[config.mk]
export PLATFORM = sky130hd
export DESIGN_NAME = pmk_feeder_top
export DESIGN_NICKNAME = d
export VERILOG_FILES = /design/src/pmk_geom_pkg.sv /design/src/pmk_bus_pkg.sv /design/src/core_port_sequencer.sv /design/src/ddr_bridge_master.sv /design/src/job_mode_ctrl.sv /design/src/pmk_feeder_top.sv /design/src/status_regfile.sv
export SDC_FILE = /design/constraint.sdc
export NUM_CORES = 2
export LEC_CHECK = 0
export BUFFER_PORTS_ARGS = -buffer_cell sky130_fd_sc_hd__buf_2
export CORE_MARGIN = 2
export CORE_UTILIZATION = 50
export CTS_CLUSTER_SIZE = 40
export DETAILED_ROUTE_END_ITERATION = 7
export PLACE_DENSITY = 0.66
export SYNTH_ARGS = -nofsm -noshare
export SYNTH_HDL_FRONTEND = slang
export SYNTH_HIERARCHICAL = 1
export SYNTH_SLANG_ARGS = --single-unit
[constraint.sdc]
create_clock -name proc_clk -period 6.6 [get_ports proc_clk]
set_input_delay 1.32 -clock proc_clk [delete_from_list [all_inputs] [get_ports proc_clk]]
set_output_delay 1.32 -clock proc_clk [all_outputs]
set_load 0.005 [all_outputs]
[src/pmk_geom_pkg.sv]
// ====================
// batch geometry is fixed at build time; core side assumes 4 cores x 120 rows
// ====================
package pmk_geom_pkg;

	// ====================
	// batch geometry
	localparam int num_cores     = 4;   // compute cores behind the port
	localparam int jobs_per_core = 120; // rows per component
	localparam int num_comps     = 3;   // components per job
	localparam int words_per_row = 5;   // columns
	localparam int words_in      = num_cores * jobs_per_core * num_comps * words_per_row;
	localparam int words_out     = num_cores * jobs_per_core * words_per_row;
	localparam int burst_len     = 4;   // words per ddr read burst

	// ====================
	// address mapping
	localparam logic [31:0] src_offset = 32'h2000_0000; // input region base
	localparam logic [31:0] dst_offset = 32'h2800_0000; // result region base
	localparam int src_limit_bytes     = jobs_per_core * num_cores * 60 * 1000;
	localparam int core_inst_stride    = 8192;          // one core per 8k words
	localparam int row_stride          = 8;             // column field is 3 bits

	// ====================
	// status window
	localparam int status_words = 32;
	localparam logic [status_words-1:0] status_local_mask = 32'h0003_ffc7; // 0-2, 6-17
	localparam int sw_write_ptr   = 0;  // result pointer
	localparam int sw_read_ptr    = 1;  // source pointer
	localparam int sw_flags       = 2;  // bus flags and mode
	localparam int sw_reset_req   = 3;  // host owned, nibble 3:0
	localparam int sw_cycles      = 6;  // 64 bit, words 6-7
	localparam int sw_run_cycles  = 8;  // 64 bit, words 8-9
	localparam int sw_fetched     = 10;
	localparam int sw_loaded      = 11;
	localparam int sw_drained     = 12;
	localparam int sw_reset_count = 13;

	typedef enum logic [1:0] {
		mode_load    = 2'd0, // ddr -> core
		mode_run     = 2'd1, // wait for done
		mode_drain   = 2'd2, // core -> ddr
		mode_restart = 2'd3  // one cycle clear
	} mode_t;

endpackage

[src/pmk_bus_pkg.sv]
// ====================
// bus bundles; byteenable and debugaccess are not carried, always all lanes
// ====================
package pmk_bus_pkg;

	// ====================
	// ddr master, held while waitrequest is high
	typedef struct packed {
		logic        read;       // burst read strobe
		logic        write;      // single word write strobe
		logic [31:0] address;    // byte address
		logic [2:0]  burstcount; // 4 for reads, 1 for writes
		logic [31:0] writedata;
	} ddr_req_t;

	typedef struct packed {
		logic        waitrequest;   // stall, hold request
		logic [31:0] readdata;
		logic        readdatavalid; // one pulse per word, in order
	} ddr_rsp_t;

	// ====================
	// compute core port, no back-pressure
	typedef struct packed {
		logic [16:0] addr;    // core | comp | row | col
		logic        rden;    // one cycle strobe
		logic        wren;    // one cycle strobe
		logic [31:0] data_in;
	} core_req_t;

	typedef struct packed {
		logic [31:0] data_out;
		logic        readdatavalid; // one cycle after rden
		logic        done;          // level, batch finished
	} core_rsp_t;

	// ====================
	// host status port, never stalls
	typedef struct packed {
		logic        read;
		logic        write;
		logic [7:0]  address;   // word address
		logic [31:0] writedata;
	} mmio_req_t;

	typedef struct packed {
		logic [31:0] readdata;
		logic        readdatavalid; // 3 cycles after read
	} mmio_rsp_t;

	// whole status image, word i at [i]
	typedef logic [pmk_geom_pkg::status_words-1:0][31:0] status_words_t;

endpackage

[src/core_port_sequencer.sv]
// ====================
// load walks col, row, comp, core; drain walks col, row, core with one read in flight
// ====================
`timescale 1ns/1ps

module core_port_sequencer (
	input  logic                   proc_clk,
	input  logic                   full_reset,
	input  pmk_geom_pkg::mode_t    mode,
	input  logic [31:0]            fetch_word,
	input  logic                   fetch_valid,
	input  logic                   write_accepted,
	input  pmk_bus_pkg::core_rsp_t core_rsp,
	output pmk_bus_pkg::core_req_t core_req,
	output logic [31:0]            result_word,
	output logic                   result_valid,
	output logic                   load_complete,
	output logic                   queued_request,
	output logic [31:0]            loaded_count,
	output logic [31:0]            drained_count
);

	// ====================
	// load walk
	logic [3:0] wr_inst;
	logic [1:0] wr_comp;
	logic [7:0] wr_row;
	logic [2:0] wr_col;
	logic [8:0] wr_row_field; // comp 2 sits above comp 1 rows
	logic       core_full;    // all input words written

	// drain walk
	logic [3:0] rd_inst;
	logic [7:0] rd_row;
	logic [2:0] rd_col;
	logic       core_empty;   // all result reads issued

	assign wr_row_field = (wr_comp == 2'd2) ?
		9'(wr_row) + 9'(pmk_geom_pkg::jobs_per_core) : 9'(wr_row);
	assign result_word = core_rsp.data_out;
	assign result_valid = core_rsp.readdatavalid && (mode == pmk_geom_pkg::mode_drain);

	always_ff @(posedge proc_clk)
	begin
		if (full_reset)
		begin
			core_req.wren <= 1'b0;
			core_req.rden <= 1'b0;
			load_complete <= 1'b0;
			queued_request <= 1'b0;
			loaded_count <= '0;
			drained_count <= '0;
			core_full <= 1'b0;
			core_empty <= 1'b0;
			{wr_inst, wr_comp, wr_row, wr_col} <= '0;
			{rd_inst, rd_row, rd_col} <= '0;
		end
		else
		begin
			if ((mode == pmk_geom_pkg::mode_load) && fetch_valid && !core_full)
			begin
				core_req.data_in <= fetch_word;
				core_req.wren <= 1'b1;
				core_req.addr <= {wr_inst, (wr_comp != 2'd0), wr_row_field, wr_col};
				loaded_count <= loaded_count + 32'd1;
				if (wr_col != 3'(pmk_geom_pkg::words_per_row - 1))
					wr_col <= wr_col + 3'd1;
				else
				begin
					wr_col <= '0;
					if (wr_row != 8'(pmk_geom_pkg::jobs_per_core - 1))
						wr_row <= wr_row + 8'd1;
					else
					begin
						wr_row <= '0;
						if (wr_comp != 2'(pmk_geom_pkg::num_comps - 1))
							wr_comp <= wr_comp + 2'd1;
						else
						begin
							wr_comp <= '0;
							wr_inst <= wr_inst + 4'd1; // next core
						end
					end
				end
				core_full <= (loaded_count == 32'(pmk_geom_pkg::words_in - 1));
				load_complete <= (loaded_count == 32'(pmk_geom_pkg::words_in - 1));
			end
			else
			begin
				core_req.wren <= 1'b0;
				load_complete <= 1'b0; // single pulse
			end

			if ((mode == pmk_geom_pkg::mode_drain) && !core_empty && !queued_request)
			begin
				queued_request <= 1'b1; // held until ddr takes the write
				core_req.rden <= 1'b1;
				core_req.addr <= 17'(rd_inst * pmk_geom_pkg::core_inst_stride
					+ rd_row * pmk_geom_pkg::row_stride + rd_col);
				drained_count <= drained_count + 32'd1;
				core_empty <= (drained_count == 32'(pmk_geom_pkg::words_out - 1));
				if (rd_col != 3'(pmk_geom_pkg::words_per_row - 1))
					rd_col <= rd_col + 3'd1;
				else
				begin
					rd_col <= '0;
					if (rd_row != 8'(pmk_geom_pkg::jobs_per_core - 1))
						rd_row <= rd_row + 8'd1;
					else
					begin
						rd_row <= '0;
						rd_inst <= rd_inst + 4'd1;
					end
				end
			end
			else
				core_req.rden <= 1'b0;
			if (write_accepted)
				queued_request <= 1'b0;

			// restart clears both walks
			if (mode == pmk_geom_pkg::mode_restart)
			begin
				queued_request <= 1'b0;
				loaded_count <= '0;
				drained_count <= '0;
				core_full <= 1'b0;
				core_empty <= 1'b0;
				{wr_inst, wr_comp, wr_row, wr_col} <= '0;
				{rd_inst, rd_row, rd_col} <= '0;
			end
		end
	end

endmodule

[src/ddr_bridge_master.sv]
// ====================
// one master for both regions; at most one result write outstanding
// ====================
`timescale 1ns/1ps

module ddr_bridge_master (
	input  logic                   proc_clk,
	input  logic                   full_reset,
	input  pmk_geom_pkg::mode_t    mode,
	input  logic                   restart_pending,
	input  pmk_bus_pkg::ddr_rsp_t  ddr_rsp,
	input  logic [31:0]            result_word,
	input  logic                   result_valid,
	output pmk_bus_pkg::ddr_req_t  ddr_req,
	output logic [31:0]            fetch_word,
	output logic                   fetch_valid,
	output logic                   write_accepted,
	output logic [26:0]            read_ptr,
	output logic [26:0]            write_ptr,
	output logic [31:0]            fetched_count,
	output logic                   source_exhausted
);

	logic source_empty;   // all input words of the batch requested
	logic result_pending; // result arrived under waitrequest

	assign fetch_word = ddr_rsp.readdata;
	assign fetch_valid = ddr_rsp.readdatavalid && (mode == pmk_geom_pkg::mode_load);
	assign write_accepted = ddr_req.write && !ddr_rsp.waitrequest; // frees the next core read

	always_ff @(posedge proc_clk)
	begin
		if (full_reset)
		begin
			ddr_req.read <= 1'b0;
			ddr_req.write <= 1'b0;
			ddr_req.burstcount <= '0;
			read_ptr <= '0;
			write_ptr <= '0;
			fetched_count <= '0;
			source_empty <= 1'b0;
			source_exhausted <= 1'b0;
			result_pending <= 1'b0;
		end
		else
		begin
			source_exhausted <= {5'b0, read_ptr} >= 32'(pmk_geom_pkg::src_limit_bytes);
			case (mode)
			pmk_geom_pkg::mode_load:
			begin
				ddr_req.write <= 1'b0;
				if (!source_empty && !ddr_rsp.waitrequest)
				begin
					ddr_req.read <= 1'b1; // next burst, previous one accepted
					ddr_req.burstcount <= 3'(pmk_geom_pkg::burst_len);
					ddr_req.address <= pmk_geom_pkg::src_offset + {5'b0, read_ptr};
					read_ptr <= read_ptr + 27'(pmk_geom_pkg::burst_len * 4);
					fetched_count <= fetched_count + 32'(pmk_geom_pkg::burst_len);
					source_empty <= (fetched_count ==
						32'(pmk_geom_pkg::words_in - pmk_geom_pkg::burst_len));
				end
				else if (!ddr_rsp.waitrequest)
					ddr_req.read <= 1'b0; // last burst taken
			end
			pmk_geom_pkg::mode_drain:
			begin
				ddr_req.read <= 1'b0;
				if (result_valid)
					ddr_req.writedata <= result_word; // safe, only one in flight
				if (!ddr_rsp.waitrequest)
				begin
					if (result_valid || result_pending)
					begin
						ddr_req.write <= 1'b1;
						ddr_req.burstcount <= 3'd1;
						ddr_req.address <= pmk_geom_pkg::dst_offset + {5'b0, write_ptr};
						write_ptr <= write_ptr + 27'd4;
						result_pending <= 1'b0;
					end
					else
						ddr_req.write <= 1'b0;
				end
				else if (result_valid)
					result_pending <= 1'b1; // bus busy, send when it frees
			end
			pmk_geom_pkg::mode_restart:
			begin
				ddr_req.read <= 1'b0;
				ddr_req.write <= 1'b0;
				fetched_count <= '0;
				source_empty <= 1'b0;
				source_exhausted <= 1'b0;
				result_pending <= 1'b0;
				if (restart_pending)
				begin
					read_ptr <= '0; // host restart only, batch end keeps going
					write_ptr <= '0;
				end
			end
			default:
			begin
				ddr_req.read <= 1'b0; // run, bus idle
				ddr_req.write <= 1'b0;
			end
			endcase
		end
	end

endmodule

[src/job_mode_ctrl.sv]
// ====================
// host restart = any change of word 3 nibble; pointers cleared only then
// ====================
`timescale 1ns/1ps

module job_mode_ctrl (
	input  logic                       proc_clk,
	input  logic                       full_reset,
	input  pmk_bus_pkg::status_words_t host_words,
	input  logic                       load_complete,
	input  logic                       core_done,
	input  logic [31:0]                drained_count,
	input  logic                       source_exhausted,
	input  logic [26:0]                read_ptr,
	input  logic [26:0]                write_ptr,
	input  logic [31:0]                fetched_count,
	input  logic [31:0]                loaded_count,
	input  logic                       queued_request,
	input  pmk_bus_pkg::ddr_req_t      ddr_req,
	input  pmk_bus_pkg::ddr_rsp_t      ddr_rsp,
	output pmk_geom_pkg::mode_t        mode,
	output logic                       restart_pending,
	output pmk_bus_pkg::status_words_t local_words
);

	logic [3:0]  reset_count;  // last seen host nibble
	logic        load_done_d;  // load_complete, one cycle late
	logic [63:0] cycle_count;
	logic [63:0] run_count;    // cycles in mode_run
	logic [3:0]  host_nibble;

	assign host_nibble = host_words[pmk_geom_pkg::sw_reset_req][3:0];

	always_ff @(posedge proc_clk)
	begin
		if (full_reset)
		begin
			mode <= pmk_geom_pkg::mode_load;
			restart_pending <= 1'b0;
			reset_count <= '0;
			load_done_d <= 1'b0;
			cycle_count <= '0;
			run_count <= '0;
		end
		else
		begin
			cycle_count <= cycle_count + 64'd1;
			if (mode == pmk_geom_pkg::mode_run)
				run_count <= run_count + 64'd1;
			load_done_d <= load_complete;
			if (host_nibble != reset_count)
			begin
				restart_pending <= 1'b1; // host request, from any mode
				reset_count <= host_nibble;
				mode <= pmk_geom_pkg::mode_restart;
			end
			else
			begin
				case (mode)
				pmk_geom_pkg::mode_load:
					if (load_done_d)
						mode <= pmk_geom_pkg::mode_run;
				pmk_geom_pkg::mode_run:
					if (core_done)
						mode <= pmk_geom_pkg::mode_drain;
				pmk_geom_pkg::mode_drain:
					if ((drained_count == 32'(pmk_geom_pkg::words_out)) && !queued_request
						&& !source_exhausted)
						mode <= pmk_geom_pkg::mode_restart; // next batch, pointers run on
				default:
				begin
					restart_pending <= 1'b0; // restart lasts one cycle
					mode <= pmk_geom_pkg::mode_load;
				end
				endcase
			end
		end
	end

	// ====================
	// local status image
	always_comb
	begin
		local_words = '0;
		local_words[pmk_geom_pkg::sw_write_ptr] = {5'b0, write_ptr};
		local_words[pmk_geom_pkg::sw_read_ptr] = {5'b0, read_ptr};
		local_words[pmk_geom_pkg::sw_flags] = {24'b0, queued_request, mode, 1'b0,
			ddr_rsp.waitrequest, 1'b0, ddr_req.read, ddr_req.write}; // dispatcher bits zero
		local_words[pmk_geom_pkg::sw_cycles] = cycle_count[31:0];
		local_words[pmk_geom_pkg::sw_cycles + 1] = cycle_count[63:32];
		local_words[pmk_geom_pkg::sw_run_cycles] = run_count[31:0];
		local_words[pmk_geom_pkg::sw_run_cycles + 1] = run_count[63:32];
		local_words[pmk_geom_pkg::sw_fetched] = fetched_count;
		local_words[pmk_geom_pkg::sw_loaded] = loaded_count;
		local_words[pmk_geom_pkg::sw_drained] = drained_count;
		local_words[pmk_geom_pkg::sw_reset_count] = {28'b0, reset_count};
	end

endmodule

[src/pmk_feeder_top.sv]
// ====================
// feeder logic only; host bus, ddr master and core port come from outside
// ====================
`timescale 1ns/1ps

module pmk_feeder_top (
	input  logic                   proc_clk,
	input  logic                   full_reset,
	input  pmk_bus_pkg::mmio_req_t mmio_req,
	input  pmk_bus_pkg::ddr_rsp_t  ddr_rsp,
	input  pmk_bus_pkg::core_rsp_t core_rsp,
	output pmk_bus_pkg::mmio_rsp_t mmio_rsp,
	output pmk_bus_pkg::ddr_req_t  ddr_req,
	output pmk_bus_pkg::core_req_t core_req
);

	pmk_geom_pkg::mode_t        mode;
	logic                       restart_pending;
	pmk_bus_pkg::status_words_t local_words;
	pmk_bus_pkg::status_words_t host_words;
	logic [31:0]                fetch_word;    // ddr -> core
	logic                       fetch_valid;
	logic [31:0]                result_word;   // core -> ddr
	logic                       result_valid;
	logic                       write_accepted;
	logic                       load_complete;
	logic                       queued_request;
	logic                       source_exhausted;
	logic [26:0]                read_ptr;
	logic [26:0]                write_ptr;
	logic [31:0]                fetched_count;
	logic [31:0]                loaded_count;
	logic [31:0]                drained_count;

	status_regfile #(.local_mask(pmk_geom_pkg::status_local_mask)) status_i (.*);

	ddr_bridge_master ddr_i (.*);

	core_port_sequencer core_seq_i (.*);

	job_mode_ctrl mode_i (
		.*,
		.core_done(core_rsp.done)
	);

endmodule

[src/status_regfile.sv]
// ====================
// reads take 3 cycles, writes land 2 cycles after strobe; masked words ignore host writes
// ====================
`timescale 1ns/1ps

module status_regfile #(
	parameter logic [31:0] local_mask = 32'h0 // set bit = word owned by local status
) (
	input  logic                       proc_clk,
	input  logic                       full_reset,
	input  pmk_bus_pkg::mmio_req_t     mmio_req,
	input  pmk_bus_pkg::status_words_t local_words,
	output pmk_bus_pkg::mmio_rsp_t     mmio_rsp,
	output pmk_bus_pkg::status_words_t host_words
);

	localparam int n_words = $bits(pmk_bus_pkg::status_words_t) / 32;

	pmk_bus_pkg::status_words_t storage;
	logic        wr_req;      // registered host write
	logic [4:0]  wr_addr;
	logic [31:0] wr_data;
	logic        rd_stg1;     // read strobe, stage 1
	logic        rd_stg2;     // read strobe, stage 2
	logic [4:0]  rd_addr1;
	logic [2:0]  rd_addr2;    // group select for final mux
	logic [31:0] part_rsp [8]; // one candidate per group of 4

	assign host_words = storage;

	always_ff @(posedge proc_clk)
	begin
		if (full_reset)
		begin
			wr_req <= 1'b0;
			rd_stg1 <= 1'b0;
			rd_stg2 <= 1'b0;
			mmio_rsp.readdatavalid <= 1'b0;
			storage <= '0; // host nibble must start at 0
		end
		else
		begin
			wr_req <= mmio_req.write && (mmio_req.address < 8'(n_words)); // out of range dropped
			for (int i = 0; i < n_words; i++)
			begin
				if (local_mask[i])
					storage[i] <= local_words[i]; // local status wins every cycle
				else if (wr_req && (wr_addr == 5'(i)))
					storage[i] <= wr_data;
			end
			rd_stg1 <= mmio_req.read;
			rd_stg2 <= rd_stg1;
			mmio_rsp.readdatavalid <= rd_stg2;
		end
	end

	// read data path, no reset
	always_ff @(posedge proc_clk)
	begin
		wr_addr <= mmio_req.address[4:0];
		wr_data <= mmio_req.writedata;
		rd_addr1 <= mmio_req.address[4:0];
		for (int g = 0; g < 8; g++)
			part_rsp[g] <= storage[{3'(g), rd_addr1[1:0]}]; // 8-way preselect on low bits
		rd_addr2 <= rd_addr1[4:2];
		mmio_rsp.readdata <= part_rsp[rd_addr2]; // final select
	end

endmodule

==> parameters.txt <==
Parameter                              Value

Outcome
  Status    finished, final reports clean

Setup path
  CP max-delay cell    sky130_fd_sc_hd__nand3_1
  CP Data Arrival Time    roughly 4.4 ns
  Critical-path maximum fanout    28
  Cells traversed along the worst timing path    buf_4 -> ha_1 -> nand4_1 -> nor4_1 -> nand3_1 -> or4_1 -> a21oi_1
  Critical path's largest stage delay    0.76 ns
  Endpoint required time on the critical path    7.31 ns
  Startpoint class of the critical path    flop
  Crit. End Element    flop
  Path type of the worst setup path    flop to flop

Floorplan
  Initial core utilization    0.505
  Core Rows    138
  Horizontal die dimension    around 380 um
  Core footprint    0.142 mm^2
  Io pins    265
  Full die area    roughly 0.15 mm^2
  Die height    382 um

STA
  Worst hold slack    0.415 ns
  Final critical-path setup slack    around 2.9 ns
  Post-layout minimum cycle time    3.73 ns
  RSZ-0062 raised after global routing    false
  Part of the cycle the worst path needs    0.565
  Relative slew margins    0.101
  Maximum achievable frequency    268 MHz
  Finish-stage setup viols    0
  Transition time at the pin with the least slew margin    1.35 ns
  Clock Skew    0.0266 ns
  Max-slew violation count    0
  Setup total negative slack    0 ns
  Final Hold Vio Count    0

Clock tree
  Bufs on Longest Clock Path    3
  Total CTS buffers    roughly 180
  Hold Buf Count CTS    0
  Clock tree from TritonCTS    yes
  Skew-Pair Late Insertion Delay    0.81 ns
  Count of instances resized after the clock tree is built    0
  Clock sink count    1786
  Post-CTS Repair Setup Buffers    0
  CTS Root Buffer Type    sky130_fd_sc_hd__clkbuf_16
  CTS H-Tree Depth    4
  Clock slew seen by the registers of the worst setup and hold paths    0.06 ns

Run
  MaxCap Viol Count    0

Drt
  Post-detailed-route via-to-cell ratio    5.41
  DRC violations left    0
  Total detailed-routing wirelength    171000 um
  Count of nets left with antenna violations after detail routing    0
  Detailed-router iteration count before antenna repair    5
  Via count    43900
  Routed WL per cell    21.1 um
  Count of routing violations after the opening detailed-route iteration    3378

Finish
  Fill cell total of the finished layout    between 10000 and 15000
  Cell area after layout    0.0776 mm^2
  Reg area    0.0368 mm^2
  Footprint of the multi-input gates    between 0.03 and 0.04 mm^2
  Layout area overhead    8.48%
  Nets    6202
  Fraction of layout cells with a size suffix above 1    0.158

Yosys
  Area of the mapped netlist    0.0715 mm^2
  Synth warn    6
  Average cell area after synthesis    11.5 um^2
  Instance count of the mapped netlist    6226

Placed design
  Weighted congestion reported at the end of routability-driven placement    0.846
  Placement-stage worst setup slack    roughly 2.7 ns
  HPWL after detailed placement    between 100000 and 150000 um
  Total of buffers placed on input and output ports    ~260
  Cell area reported after detailed placement    0.0714 mm^2

Global route
  Via count of the first global-routing pass    between 40000 and 50000
  First-pass GRT wire length    roughly 260000 um
  Antenna violations before repair    12
  Largest net degree at the start of global routing    171
  Total routing resource utilization after global routing    0.231
  Overall overflow remaining after global route    0

Power and ir drop
  Cell area power density    289 mW/mm^2
  Lkg Pwr    roughly 0.032 uW
  Peak VDD IR    about 0.00023 V

Min path
  Worst hold-check path type    flop to flop
stage by stage:
| stage | total power [uW] | util | instances |
|---|---|---|---|
| detailed placement | 12100 | 0.503 | 7777 |
| global placement | 12100 | 0.503 | 7777 |
| floorplan | 12000 | - | 6430 |
| global route | 23100 | 0.547 | 8104 |
| CTS | 22600 | 0.547 | 8104 |
| finish | 22400 | 0.547 | 8109 |
layer usage:
metal / GRT usage / vias to the layer above / routed length, um / part of all wire
li1: - / 20700 / - / -
met1: 0.318 / 21900 / 77300 / 0.45
met2: 0.379 / 1023 / 81700 / 0.48
met3: 0.0279 / 239 / 7520 / 0.044
met4: 0.0757 / 0 / 4770 / 0.028
met5: 0 / - / 0 / 0
layout by cell type (no fill, tap or decap), drive strengths merged, types with 82 or more instances in the layout:
cell type,count
nand2,250
edfxtp,107
clkbuf,266
nor2,154
nand3,106
nand4,82
nand2b,601
a21oi,173
conb,207
buf,311
or4,98
dfxtp,1679
mux2i,571
mux4,320
nor2b,502
state kept, by name, summed over array words and instances (netlist names), 23 cells and up:
register                  flops
status_i/mmio_rsp            33
status_i/part_rsp           256
status_i/wr_data             32
ddr_i/fetched_count          30
mode_i/run_count             64
core_seq_i/loaded_count      32
ddr_i/read_ptr               23
mode_i/cycle_count           64
status_i/host_words        1024
core_seq_i/drained_count     32
core_seq_i/core_req          51
ddr_i/ddr_req                62
ddr_i/write_ptr              25
cell type report:
cell class	count	area share
Sequential cell	1786	0.475
Tap cell	1890	0.0305
Timing Repair Buffer	311	0.0229
Antenna cell	5	0.000161
Clock buffer	266	0.0698
Clock inverter	61	0.0104
Multi-Input combinational cell	3740	0.389
Inverter	50	0.00242
final timing paths:
path	slack (ns)	endpoint	from	cells past startpoint
min reg2reg	0.41	status_i/rd_addr2[1]	status_i/rd_addr1[3]	0
min	0.41	status_i/rd_addr2[1]	status_i/rd_addr1[3]	0
max	2.87	mode_i/run_count[52]	mode_i/mode[0]	7
max reg2reg	2.87	mode_i/run_count[52]	mode_i/mode[0]	7
critical path: cells and delay by family (launching register included):
kind            cells  cell delay (ns)
buf+inv             1             0.28
flops               1             0.30
fa+ha+maj           1             0.39
simple gates        4             2.50
compound gates      1             0.15
power by group:
group | internal (uW) | leakage, uW | switching (uW)
sequential | 11000 | 0.0146 | 88.4
combinational | 306 | 0.0141 | 416
clock | 6310 | 0.00307 | 4270
(Power assumes the default switching activity.)
